<file path="src/eg_pkg.sv">
// shared widths, state encoding and step pattern for the single-operator envelope generator
// step table rows are indexed by effective rate bits [1:0], columns by counter phase
`default_nettype none

package eg_pkg;

	localparam int EG_LEVEL_W      = 10;
	localparam logic [EG_LEVEL_W-1:0] EG_LEVEL_MAX = 10'h3ff; // full silence
	localparam int EG_RATE_W       = 5;  // ar, dr, sr, sl
	localparam int EG_EFF_W        = 6;
	localparam int EG_CNT_W        = 12;
	localparam int EG_TICK_DIV     = 3;  // clocks per envelope tick
	localparam int EG_INSTANT_RATE = 62;
	localparam int EG_FAST_RATE    = 48; // every tick steps from here up

	typedef enum logic [1:0]
	{
		ATTACK  = 2'd0,
		DECAY   = 2'd1,
		SUSTAIN = 2'd2,
		RELEASE = 2'd3
	} eg_state_t;

	typedef logic [2:0] eg_amount_t; // 0 to 4

	// bit p of a row is the step for counter phase p
	localparam logic [3:0] eg_step_tbl [4] = '{
		4'b0101, // rate % 4 == 0
		4'b0111,
		4'b1101,
		4'b1111
	};

endpackage

`default_nettype wire

</file>
<file path="src/eg_atten_out.sv">
// output attenuation = level + tl*8, clamped to full silence
// att_o only changes with step_i, att_valid_o marks each update
`timescale 1ns/1ps
`default_nettype none

module eg_atten_out
	(
	input  wire                            mclk_i,
	input  wire                            arst_n_i,
	input  wire                            step_i,
	input  wire  [eg_pkg::EG_LEVEL_W-1:0]  level_i,
	input  wire  [6:0]                     tl_i,
	output logic [eg_pkg::EG_LEVEL_W-1:0]  att_o,
	output logic                           att_valid_o
	);

	logic [eg_pkg::EG_LEVEL_W:0] att_sum;
	logic [eg_pkg::EG_LEVEL_W-1:0] att_clamp;

	always_comb
	begin
		att_sum   = {1'b0, level_i} + {1'b0, tl_i, 3'b000};
		att_clamp = att_sum[eg_pkg::EG_LEVEL_W] ? eg_pkg::EG_LEVEL_MAX
			: att_sum[eg_pkg::EG_LEVEL_W-1:0];
	end

	always_ff @(posedge mclk_i or negedge arst_n_i)
	begin
		if (!arst_n_i)
		begin
			att_o       <= eg_pkg::EG_LEVEL_MAX;
			att_valid_o <= 1'b0;
		end
		else
		begin
			att_valid_o <= step_i;
			if (step_i)
				att_o <= att_clamp;
		end
	end

endmodule

`default_nettype wire

</file>
<file path="src/eg_env_state.sv">
// ADSR state and 10-bit level, updated on the clock edge that samples step_i
// steps are ignored while the rate stage still carries the previous state's rate
`timescale 1ns/1ps
`default_nettype none

module eg_env_state
	(
	input  wire                            mclk_i,
	input  wire                            arst_n_i,
	input  wire                            key_on_i,
	input  wire                            step_i,
	input  eg_pkg::eg_amount_t             amount_i,
	input  wire  [eg_pkg::EG_EFF_W-1:0]    eff_rate_i,
	input  wire  [eg_pkg::EG_RATE_W-1:0]   sl_i,
	output eg_pkg::eg_state_t              state_o,
	output logic [eg_pkg::EG_LEVEL_W-1:0]  level_o
	);

	eg_pkg::eg_state_t state_q;
	eg_pkg::eg_state_t state_d1;
	eg_pkg::eg_state_t state_nxt;
	logic [eg_pkg::EG_LEVEL_W-1:0] level_q;
	logic [eg_pkg::EG_LEVEL_W-1:0] level_nxt;
	logic [eg_pkg::EG_LEVEL_W-1:0] att_dec;
	logic [eg_pkg::EG_LEVEL_W-1:0] lin_level;
	logic [eg_pkg::EG_LEVEL_W:0] lin_sum;
	logic key_q;
	logic key_rise;
	logic key_fall;
	logic rate_ok;

	always_comb
	begin
		key_rise = key_on_i & ~key_q;
		key_fall = ~key_on_i & key_q;
		rate_ok  = (state_q == state_d1); // eff_rate_i matches state_q

		// attack curve, larger steps near full volume are smaller in absolute terms
		att_dec = (level_q >> (3'd5 - amount_i)) + 1'b1;

		lin_sum   = {1'b0, level_q} + (eg_pkg::EG_LEVEL_W + 1)'(amount_i);
		lin_level = lin_sum[eg_pkg::EG_LEVEL_W] ? eg_pkg::EG_LEVEL_MAX
			: lin_sum[eg_pkg::EG_LEVEL_W-1:0];

		state_nxt = state_q;
		level_nxt = level_q;

		if (key_rise)
			state_nxt = eg_pkg::ATTACK;
		else if (key_fall)
			state_nxt = eg_pkg::RELEASE;
		else if (step_i && rate_ok)
		begin
			case (state_q)
				eg_pkg::ATTACK:
				begin
					if (eff_rate_i >= eg_pkg::EG_INSTANT_RATE)
						level_nxt = '0; // instant attack
					else if (amount_i != '0)
						level_nxt = (level_q > att_dec) ? level_q - att_dec : '0;
					if (level_nxt == '0)
						state_nxt = eg_pkg::DECAY;
				end
				eg_pkg::DECAY:
				begin
					level_nxt = lin_level;
					if (lin_level[9:5] >= sl_i)
						state_nxt = eg_pkg::SUSTAIN;
				end
				default:
					level_nxt = lin_level; // sustain and release
			endcase
		end
	end

	always_ff @(posedge mclk_i or negedge arst_n_i)
	begin
		if (!arst_n_i)
		begin
			key_q    <= 1'b0;
			state_q  <= eg_pkg::RELEASE;
			state_d1 <= eg_pkg::RELEASE;
			level_q  <= eg_pkg::EG_LEVEL_MAX;
		end
		else
		begin
			key_q    <= key_on_i;
			state_q  <= state_nxt;
			state_d1 <= state_q;
			level_q  <= level_nxt;
		end
	end

	assign state_o = state_q;
	assign level_o = level_q;

	level_needs_step: assert property (@(posedge mclk_i) disable iff (!arst_n_i)
		!step_i |=> $stable(level_o))
		else $error("level changed without a step");

	level_falls_in_attack: assert property (@(posedge mclk_i) disable iff (!arst_n_i)
		(level_o < $past(level_o)) |-> ($past(state_o) == eg_pkg::ATTACK))
		else $error("level fell outside ATTACK");

endmodule

`default_nettype wire

</file>
<file path="src/eg_inc.sv">
// step_o follows every tick and amount_o is zero on ticks that skip
// slow rates step only when the counter shift is large enough and fast rates step every tick
`timescale 1ns/1ps
`default_nettype none

module eg_inc
	(
	input  wire                          mclk_i,
	input  wire                          arst_n_i,
	input  wire                          tick_i,
	input  wire  [3:0]                   cnt_shift_i,
	input  wire  [1:0]                   cnt_phase_i,
	input  wire  [eg_pkg::EG_EFF_W-1:0]  eff_rate_i,
	output logic                         step_o,
	output eg_pkg::eg_amount_t           amount_o
	);

	localparam logic [3:0] FAST_HI = 4'(eg_pkg::EG_FAST_RATE >> 2);

	logic [3:0] rate_hi;
	logic [4:0] shift_sum;
	logic tbl_bit;
	eg_pkg::eg_amount_t amount;

	always_comb
	begin
		rate_hi   = eff_rate_i[5:2];
		tbl_bit   = eg_pkg::eg_step_tbl[eff_rate_i[1:0]][cnt_phase_i];
		shift_sum = {1'b0, cnt_shift_i} + {1'b0, rate_hi};

		if (eff_rate_i == '0)
			amount = '0;
		else if (rate_hi < FAST_HI)
		begin
			// slow rates wait for enough counter zeros
			if (shift_sum >= 5'(eg_pkg::EG_CNT_W - 1))
				amount = eg_pkg::eg_amount_t'(tbl_bit);
			else
				amount = '0;
		end
		else
			amount = eg_pkg::eg_amount_t'(tbl_bit) + eg_pkg::eg_amount_t'(rate_hi - FAST_HI);
	end

	always_ff @(posedge mclk_i or negedge arst_n_i)
	begin
		if (!arst_n_i)
		begin
			step_o   <= 1'b0;
			amount_o <= '0;
		end
		else
		begin
			step_o   <= tick_i;
			amount_o <= tick_i ? amount : '0;
		end
	end

	amount_legal: assert property (@(posedge mclk_i) disable iff (!arst_n_i)
		step_o ? (amount_o <= 3'd4) : (amount_o == '0))
		else $error("amount_o out of range or nonzero without step_o");

endmodule

`default_nettype wire

</file>
<file path="src/eg_rate.sv">
// effective rate for the running state with key scaling, one register stage
// a zero register rate always gives effective rate 0, whatever the key code
`timescale 1ns/1ps
`default_nettype none

module eg_rate
	(
	input  wire                              mclk_i,
	input  wire                              arst_n_i,
	input  eg_pkg::eg_state_t                state_i,
	input  wire  [eg_pkg::EG_RATE_W-1:0]     ar_i,
	input  wire  [eg_pkg::EG_RATE_W-1:0]     dr_i,
	input  wire  [eg_pkg::EG_RATE_W-1:0]     sr_i,
	input  wire  [eg_pkg::EG_RATE_W-2:0]     rr_i,
	input  wire  [1:0]                       ks_i,
	input  wire  [4:0]                       kcode_i,
	output logic [eg_pkg::EG_EFF_W-1:0]      eff_rate_o
	);

	logic [eg_pkg::EG_RATE_W-1:0] sel_rate;
	logic [4:0] ks_add;
	logic [eg_pkg::EG_EFF_W:0] rate_sum;
	logic [eg_pkg::EG_EFF_W-1:0] eff_nxt;

	always_comb
	begin
		case (state_i)
			eg_pkg::ATTACK:  sel_rate = ar_i;
			eg_pkg::DECAY:   sel_rate = dr_i;
			eg_pkg::SUSTAIN: sel_rate = sr_i;
			default:         sel_rate = {rr_i, 1'b1}; // release rate is coarser
		endcase

		ks_add   = kcode_i >> (2'd3 - ks_i);
		rate_sum = {1'b0, sel_rate, 1'b0} + {2'b00, ks_add};

		if (sel_rate == '0)
			eff_nxt = '0;
		else if (rate_sum[eg_pkg::EG_EFF_W])
			eff_nxt = '1; // saturate at 63
		else
			eff_nxt = rate_sum[eg_pkg::EG_EFF_W-1:0];
	end

	always_ff @(posedge mclk_i or negedge arst_n_i)
	begin
		if (!arst_n_i)
			eff_rate_o <= '0;
		else
			eff_rate_o <= eff_nxt;
	end

endmodule

`default_nettype wire

</file>
<file path="src/eg_timer.sv">
// envelope tick every EG_TICK_DIV clocks, 12-bit global counter advanced per tick
// shift and phase describe the counter value after the increment, held until the next tick
`timescale 1ns/1ps
`default_nettype none

module eg_timer
	(
	input  wire       mclk_i,
	input  wire       arst_n_i,
	output logic      tick_o,
	output logic [3:0] cnt_shift_o,
	output logic [1:0] cnt_phase_o
	);

	localparam int DIV_W = $clog2(eg_pkg::EG_TICK_DIV);

	logic [DIV_W-1:0] div_q;
	logic [eg_pkg::EG_CNT_W-1:0] cnt_q;
	logic [eg_pkg::EG_CNT_W-1:0] cnt_nxt;
	logic [eg_pkg::EG_CNT_W-1:0] cnt_above;
	logic [3:0] shift_nxt;
	logic div_end;

	// lowest set bit position, zero counter reports the top position
	function automatic logic [3:0] trail_zeros(input logic [eg_pkg::EG_CNT_W-1:0] v);
		logic [3:0] n;
		n = 4'(eg_pkg::EG_CNT_W - 1);
		for (int i = eg_pkg::EG_CNT_W - 2; i >= 0; i--)
		begin
			if (v[i])
				n = 4'(i);
		end
		return n;
	endfunction

	always_comb
	begin
		div_end   = (div_q == DIV_W'(eg_pkg::EG_TICK_DIV - 1));
		cnt_nxt   = cnt_q + 1'b1;
		shift_nxt = trail_zeros(cnt_nxt);
		cnt_above = cnt_nxt >> (shift_nxt + 4'd1); // bits just above the lowest one
	end

	always_ff @(posedge mclk_i or negedge arst_n_i)
	begin
		if (!arst_n_i)
		begin
			div_q       <= '0;
			cnt_q       <= '0;
			tick_o      <= 1'b0;
			cnt_shift_o <= 4'(eg_pkg::EG_CNT_W - 1);
			cnt_phase_o <= 2'd0;
		end
		else
		begin
			tick_o <= div_end;
			if (div_end)
			begin
				div_q       <= '0;
				cnt_q       <= cnt_nxt;
				cnt_shift_o <= shift_nxt;
				cnt_phase_o <= cnt_above[1:0];
			end
			else
				div_q <= div_q + 1'b1;
		end
	end

	tick_single: assert property (@(posedge mclk_i) disable iff (!arst_n_i)
		tick_o |=> !tick_o)
		else $error("tick_o held for two cycles");

endmodule

`default_nettype wire

</file>
<file path="src/ym_eg_top.sv">
// single-operator envelope generator, register inputs assumed static between key events
// no SSG-EG, LFO AM, CSM or slot multiplexing
`timescale 1ns/1ps
`default_nettype none

module ym_eg_top
	(
	input  wire                            mclk_i,
	input  wire                            arst_n_i,
	input  wire                            key_on_i,
	input  wire  [eg_pkg::EG_RATE_W-1:0]   ar_i,
	input  wire  [eg_pkg::EG_RATE_W-1:0]   dr_i,
	input  wire  [eg_pkg::EG_RATE_W-1:0]   sr_i,
	input  wire  [eg_pkg::EG_RATE_W-2:0]   rr_i,
	input  wire  [eg_pkg::EG_RATE_W-1:0]   sl_i,
	input  wire  [6:0]                     tl_i,
	input  wire  [1:0]                     ks_i,
	input  wire  [4:0]                     kcode_i,
	output logic [eg_pkg::EG_LEVEL_W-1:0]  att_o,
	output logic                           att_valid_o,
	output eg_pkg::eg_state_t              state_o
	);

	logic tick;
	logic [3:0] cnt_shift;
	logic [1:0] cnt_phase;
	logic [eg_pkg::EG_EFF_W-1:0] eff_rate;
	logic step;
	eg_pkg::eg_amount_t amount;
	logic step_upd;
	logic [eg_pkg::EG_LEVEL_W-1:0] level;

	eg_timer u_eg_timer
		(
		.mclk_i      (mclk_i),
		.arst_n_i    (arst_n_i),
		.tick_o      (tick),
		.cnt_shift_o (cnt_shift),
		.cnt_phase_o (cnt_phase)
		);

	eg_rate u_eg_rate
		(
		.mclk_i     (mclk_i),
		.arst_n_i   (arst_n_i),
		.state_i    (state_o), // feedback from the state stage
		.ar_i       (ar_i),
		.dr_i       (dr_i),
		.sr_i       (sr_i),
		.rr_i       (rr_i),
		.ks_i       (ks_i),
		.kcode_i    (kcode_i),
		.eff_rate_o (eff_rate)
		);

	eg_inc u_eg_inc
		(
		.mclk_i      (mclk_i),
		.arst_n_i    (arst_n_i),
		.tick_i      (tick),
		.cnt_shift_i (cnt_shift),
		.cnt_phase_i (cnt_phase),
		.eff_rate_i  (eff_rate),
		.step_o      (step),
		.amount_o    (amount)
		);

	eg_env_state u_eg_env_state
		(
		.mclk_i     (mclk_i),
		.arst_n_i   (arst_n_i),
		.key_on_i   (key_on_i),
		.step_i     (step),
		.amount_i   (amount),
		.eff_rate_i (eff_rate),
		.sl_i       (sl_i),
		.state_o    (state_o),
		.level_o    (level)
		);

	// strobe aligned with the level register
	always_ff @(posedge mclk_i or negedge arst_n_i)
	begin
		if (!arst_n_i)
			step_upd <= 1'b0;
		else
			step_upd <= step;
	end

	eg_atten_out u_eg_atten_out
		(
		.mclk_i      (mclk_i),
		.arst_n_i    (arst_n_i),
		.step_i      (step_upd),
		.level_i     (level),
		.tl_i        (tl_i),
		.att_o       (att_o),
		.att_valid_o (att_valid_o)
		);

endmodule

`default_nettype wire
</file>
<file path="config.mk">
export PLATFORM = sky130hd
export DESIGN_NAME = ym_eg_top
export DESIGN_NICKNAME = d
export VERILOG_FILES = /design/src/eg_pkg.sv /design/src/eg_atten_out.sv /design/src/eg_env_state.sv /design/src/eg_inc.sv /design/src/eg_rate.sv /design/src/eg_timer.sv /design/src/ym_eg_top.sv
export SDC_FILE = /design/constraint.sdc
export NUM_CORES = 1
export LEC_CHECK = 0
export BUFFER_PORTS_ARGS = -buffer_cell sky130_fd_sc_hd__buf_2
export CORE_MARGIN = 3
export CORE_UTILIZATION = 60
export CTS_BUF_LIST = sky130_fd_sc_hd__clkbuf_4
export DETAILED_ROUTE_END_ITERATION = 16
export GPL_ROUTABILITY_DRIVEN = 1
export PLACE_DENSITY = 0.9
export SYNTH_ARGS = -nofsm -noshare
export SYNTH_HDL_FRONTEND = slang
export SYNTH_SLANG_ARGS = --single-unit
</file>
<file path="constraint.sdc">
create_clock -name mclk_i -period 5.4 [get_ports mclk_i]
set_clock_uncertainty 0.2 [all_clocks]
set_input_delay 0.54 -clock mclk_i [delete_from_list [all_inputs] [get_ports mclk_i]]
set_output_delay 0.54 -clock mclk_i [all_outputs]
set_load 0.02 [all_outputs]
</file>
==> metrics.cfg <==
[floorplan]
dieHeight_um=102
die_area_um2=10400
placementRows=34
start_util=0.625
coreArea_um2=8850
ios=54
die_w_um=102

[clock_tree]
cts_buffers=9
h-tree-depth=3
cts_resized=0
clk_pin_slew_ps=120
cts_setup_buffers=0
postCtsHoldBufs=0
cts_tree=built
cts_max_path_buffers=2
clock-sinks=58
root_buffer=clkbuf_4
clock_latency_ps=420

[timing]
holdWs_ps=38.5
maxSlewHeadroom=0.335
tightest_slew_ps=990
tns_ps=0
hold_viol=0
slew_viol_final=0
fmax_mhz=206
final.min_clock_period_ps=4850
rsz0062_at_grt=no
fin_crit_sh=0.899
finalSetupViolCount=0

[routing]
routed_wl_mm=13.6
postRouteAntennaNets=0
num_vias=5063
wl_per_cell_um=17.5
drtIter0Drc=430
vias_per_cell=6.49
drt-pass1-iter-count=6
drc_errors=0

[yosys]
synth_commonest_cells=53 x nand2_1, 42 x nor2_1, 41 x ha_1, 40 x a21oi_1, 36 x inv_1
syn_area_per_cell_um2=8.71
synth_top_area_cell=dfrtp_1
synth-edff-count=0
yosysWarnings=0
ys_seq_area_frac=0.268
async_reset_ff_frac=1.00
yosysMostFrequentCell=nand2_1
synth_cell_types=72
synth_area_um2=5530
synth-seq-cells=58
postSynthCellCount=635
synth_top_cells_by_area=dfrtp_1 14%, dfstp_2 13%, ha_1 9.3%
syn-num-nets=722
synthFlopType=dfrtp_1
synth_top_area_frac=0.140

[grt]
grt_max_degree=59
gr-usage-met1=0.358
grt_util_all_layers=0.275
grt_pass1_vias=4939
overflow=0
top_usage_layer=met2
antenna_found_initial=0
grtUsageMet3=0.0560
grt_pass1_wl_mm=22.8
met2_usage=0.460

[pwr]
p_leak_nw=2.60
max-vdd-ir-drop_mv=0.299
finalPower_mw=3.30
powerDensity_nw_per_um2=554

[setup_path]
startpoint_type=flip-flop
cp-end-kind=flip-flop
path_class=reg -> reg
worstPathArrival_ps=4990
rrSetupSlack_ps=550
cp_max_fo=16
cp.required_ps=5540

[placed_design]
dpl.hpwl_mm=10.5
dpl.cell_count=764
io_buffers=53
routabilityCongestion=0.949

[finish]
fin_cells=780
area_growth_pct=7.60
register_area_um2=1490
antenna_cells=0
drive_gt1_frac=0.185
n_fill_cell=729
multi_input_area_um2=3750
final_core_util=0.673
nets=754

[run_status]
run_status=completed

[hold_path]
holdCritPathClass=in -> async

[flow_run]
drv_cap=0

==> cells by family after synthesis <==
| group | Yosys count | synth area share |
|---|---|---|
| AO/OA/AOI/OAI | 175 | 0.218 |
| XOR/XNOR | 47 | 0.0744 |
| adder cells (fa/ha/maj) | 46 | 0.111 |
| buffers and inverters | 71 | 0.0540 |
| flip-flops | 58 | 0.268 |
| multiplexers | 35 | 0.0862 |
| AND/OR/NAND/NOR | 203 | 0.188 |
==> where the power goes <==
part / internal (mW) / leakage (nW) / switching (mW)
registers: 0.609 / 0.676 / 0.222
logic: 0.899 / 1.85 / 1.19
clock network: 0.190 / 0.0827 / 0.186
==> state kept, by name, summed over array words and instances, names as in the netlist, 3 cells and up <==
signal / count
u_eg_atten_out.att_o: 10
u_eg_env_state.level_o: 10
u_eg_inc.amount_o: 3
u_eg_rate.eff_rate_o: 6
u_eg_timer.cnt_q: 12
u_eg_timer.cnt_shift_o: 4
==> worst max-delay path, stage by stage (launching register included) <==
cell      delay (ps)
dfrtp_1          770
mux2i_1          230
mux4_2           540
inv_1             80
ha_1             190
nand3_1          120
nor3_1           390
xor2_1           160
ha_1             450
nand4_1          150
or3_1            420
o211ai_1         220
a21oi_1          260
a221oi_1         360
a211oi_1          80
a21o_1           180
==> through the flow <==
step	instance area (um2)	worst slack [ps]
after floorplan	5530	1010
after global placement	5780	821
after detailed placement	5780	671
after CTS	5950	633
after global routing	5950	285
final	5950	547
==> placed cells by master (no fill, tap or decap), types with 8 or more instances in the layout <==
| cell | netlist | routed |
|---|---|---|
| mux2i_1 | 15 | 15 |
| xnor2_1 | 34 | 34 |
| nor3_1 | 15 | 15 |
| a211oi_1 | 8 | 8 |
| nor2b_1 | 14 | 14 |
| a21o_1 | 10 | 10 |
| nand4_1 | 8 | 8 |
| dfstp_2 | 27 | 27 |
| dfrtp_1 | 31 | 31 |
| xor2_1 | 13 | 13 |
| o211ai_1 | 14 | 14 |
| mux4_2 | 9 | 9 |
| inv_1 | 36 | 36 |
| o21ai_0 | 26 | 26 |
| and3_1 | 8 | 8 |
| ha_1 | 41 | 41 |
| nor2_1 | 42 | 42 |
| a21oi_1 | 40 | 40 |
| buf_2 | 5 | 53 |
| clkbuf_4 | 0 | 9 |
| nand2_1 | 53 | 53 |
| nand3_1 | 20 | 20 |
| o21a_1 | 12 | 12 |
| mux2_2 | 11 | 11 |
| o22a_1 | 11 | 11 |
==> path summary, 6_finish.rpt <==
path                                              to                  from  cells after the start
max reg2reg                u_eg_env_state.level_o[1]  u_eg_inc.amount_o[0]                     15
min reg2reg                          u_eg_inc.step_o     u_eg_timer.tick_o                      0
max in group asynchronous                   step_upd              arst_n_i                      2
max                        u_eg_env_state.level_o[1]  u_eg_inc.amount_o[0]                     15
min in group mclk_i             u_eg_env_state.key_q              key_on_i                      1
min                              u_eg_timer.cnt_q[8]              arst_n_i                      2
==> area by class of cell <==
cell class | instances | area share
Multi-Input combinational cell | 506 | 0.630
Sequential cell | 58 | 0.249
Timing Repair Buffer | 54 | 0.0458
Inverter | 38 | 0.0240
Tap cell | 108 | 0.0227
Clock inverter | 7 | 0.0170
Clock buffer | 9 | 0.0113
==> per-layer routing <==
metal,up-vias,wire length (um)
met4,0,291
met2,258,6610
met3,42,1010
met5,-,0
met1,2358,5710
li1,2405,-
Note: power is estimated with default switching activity, not from simulation.
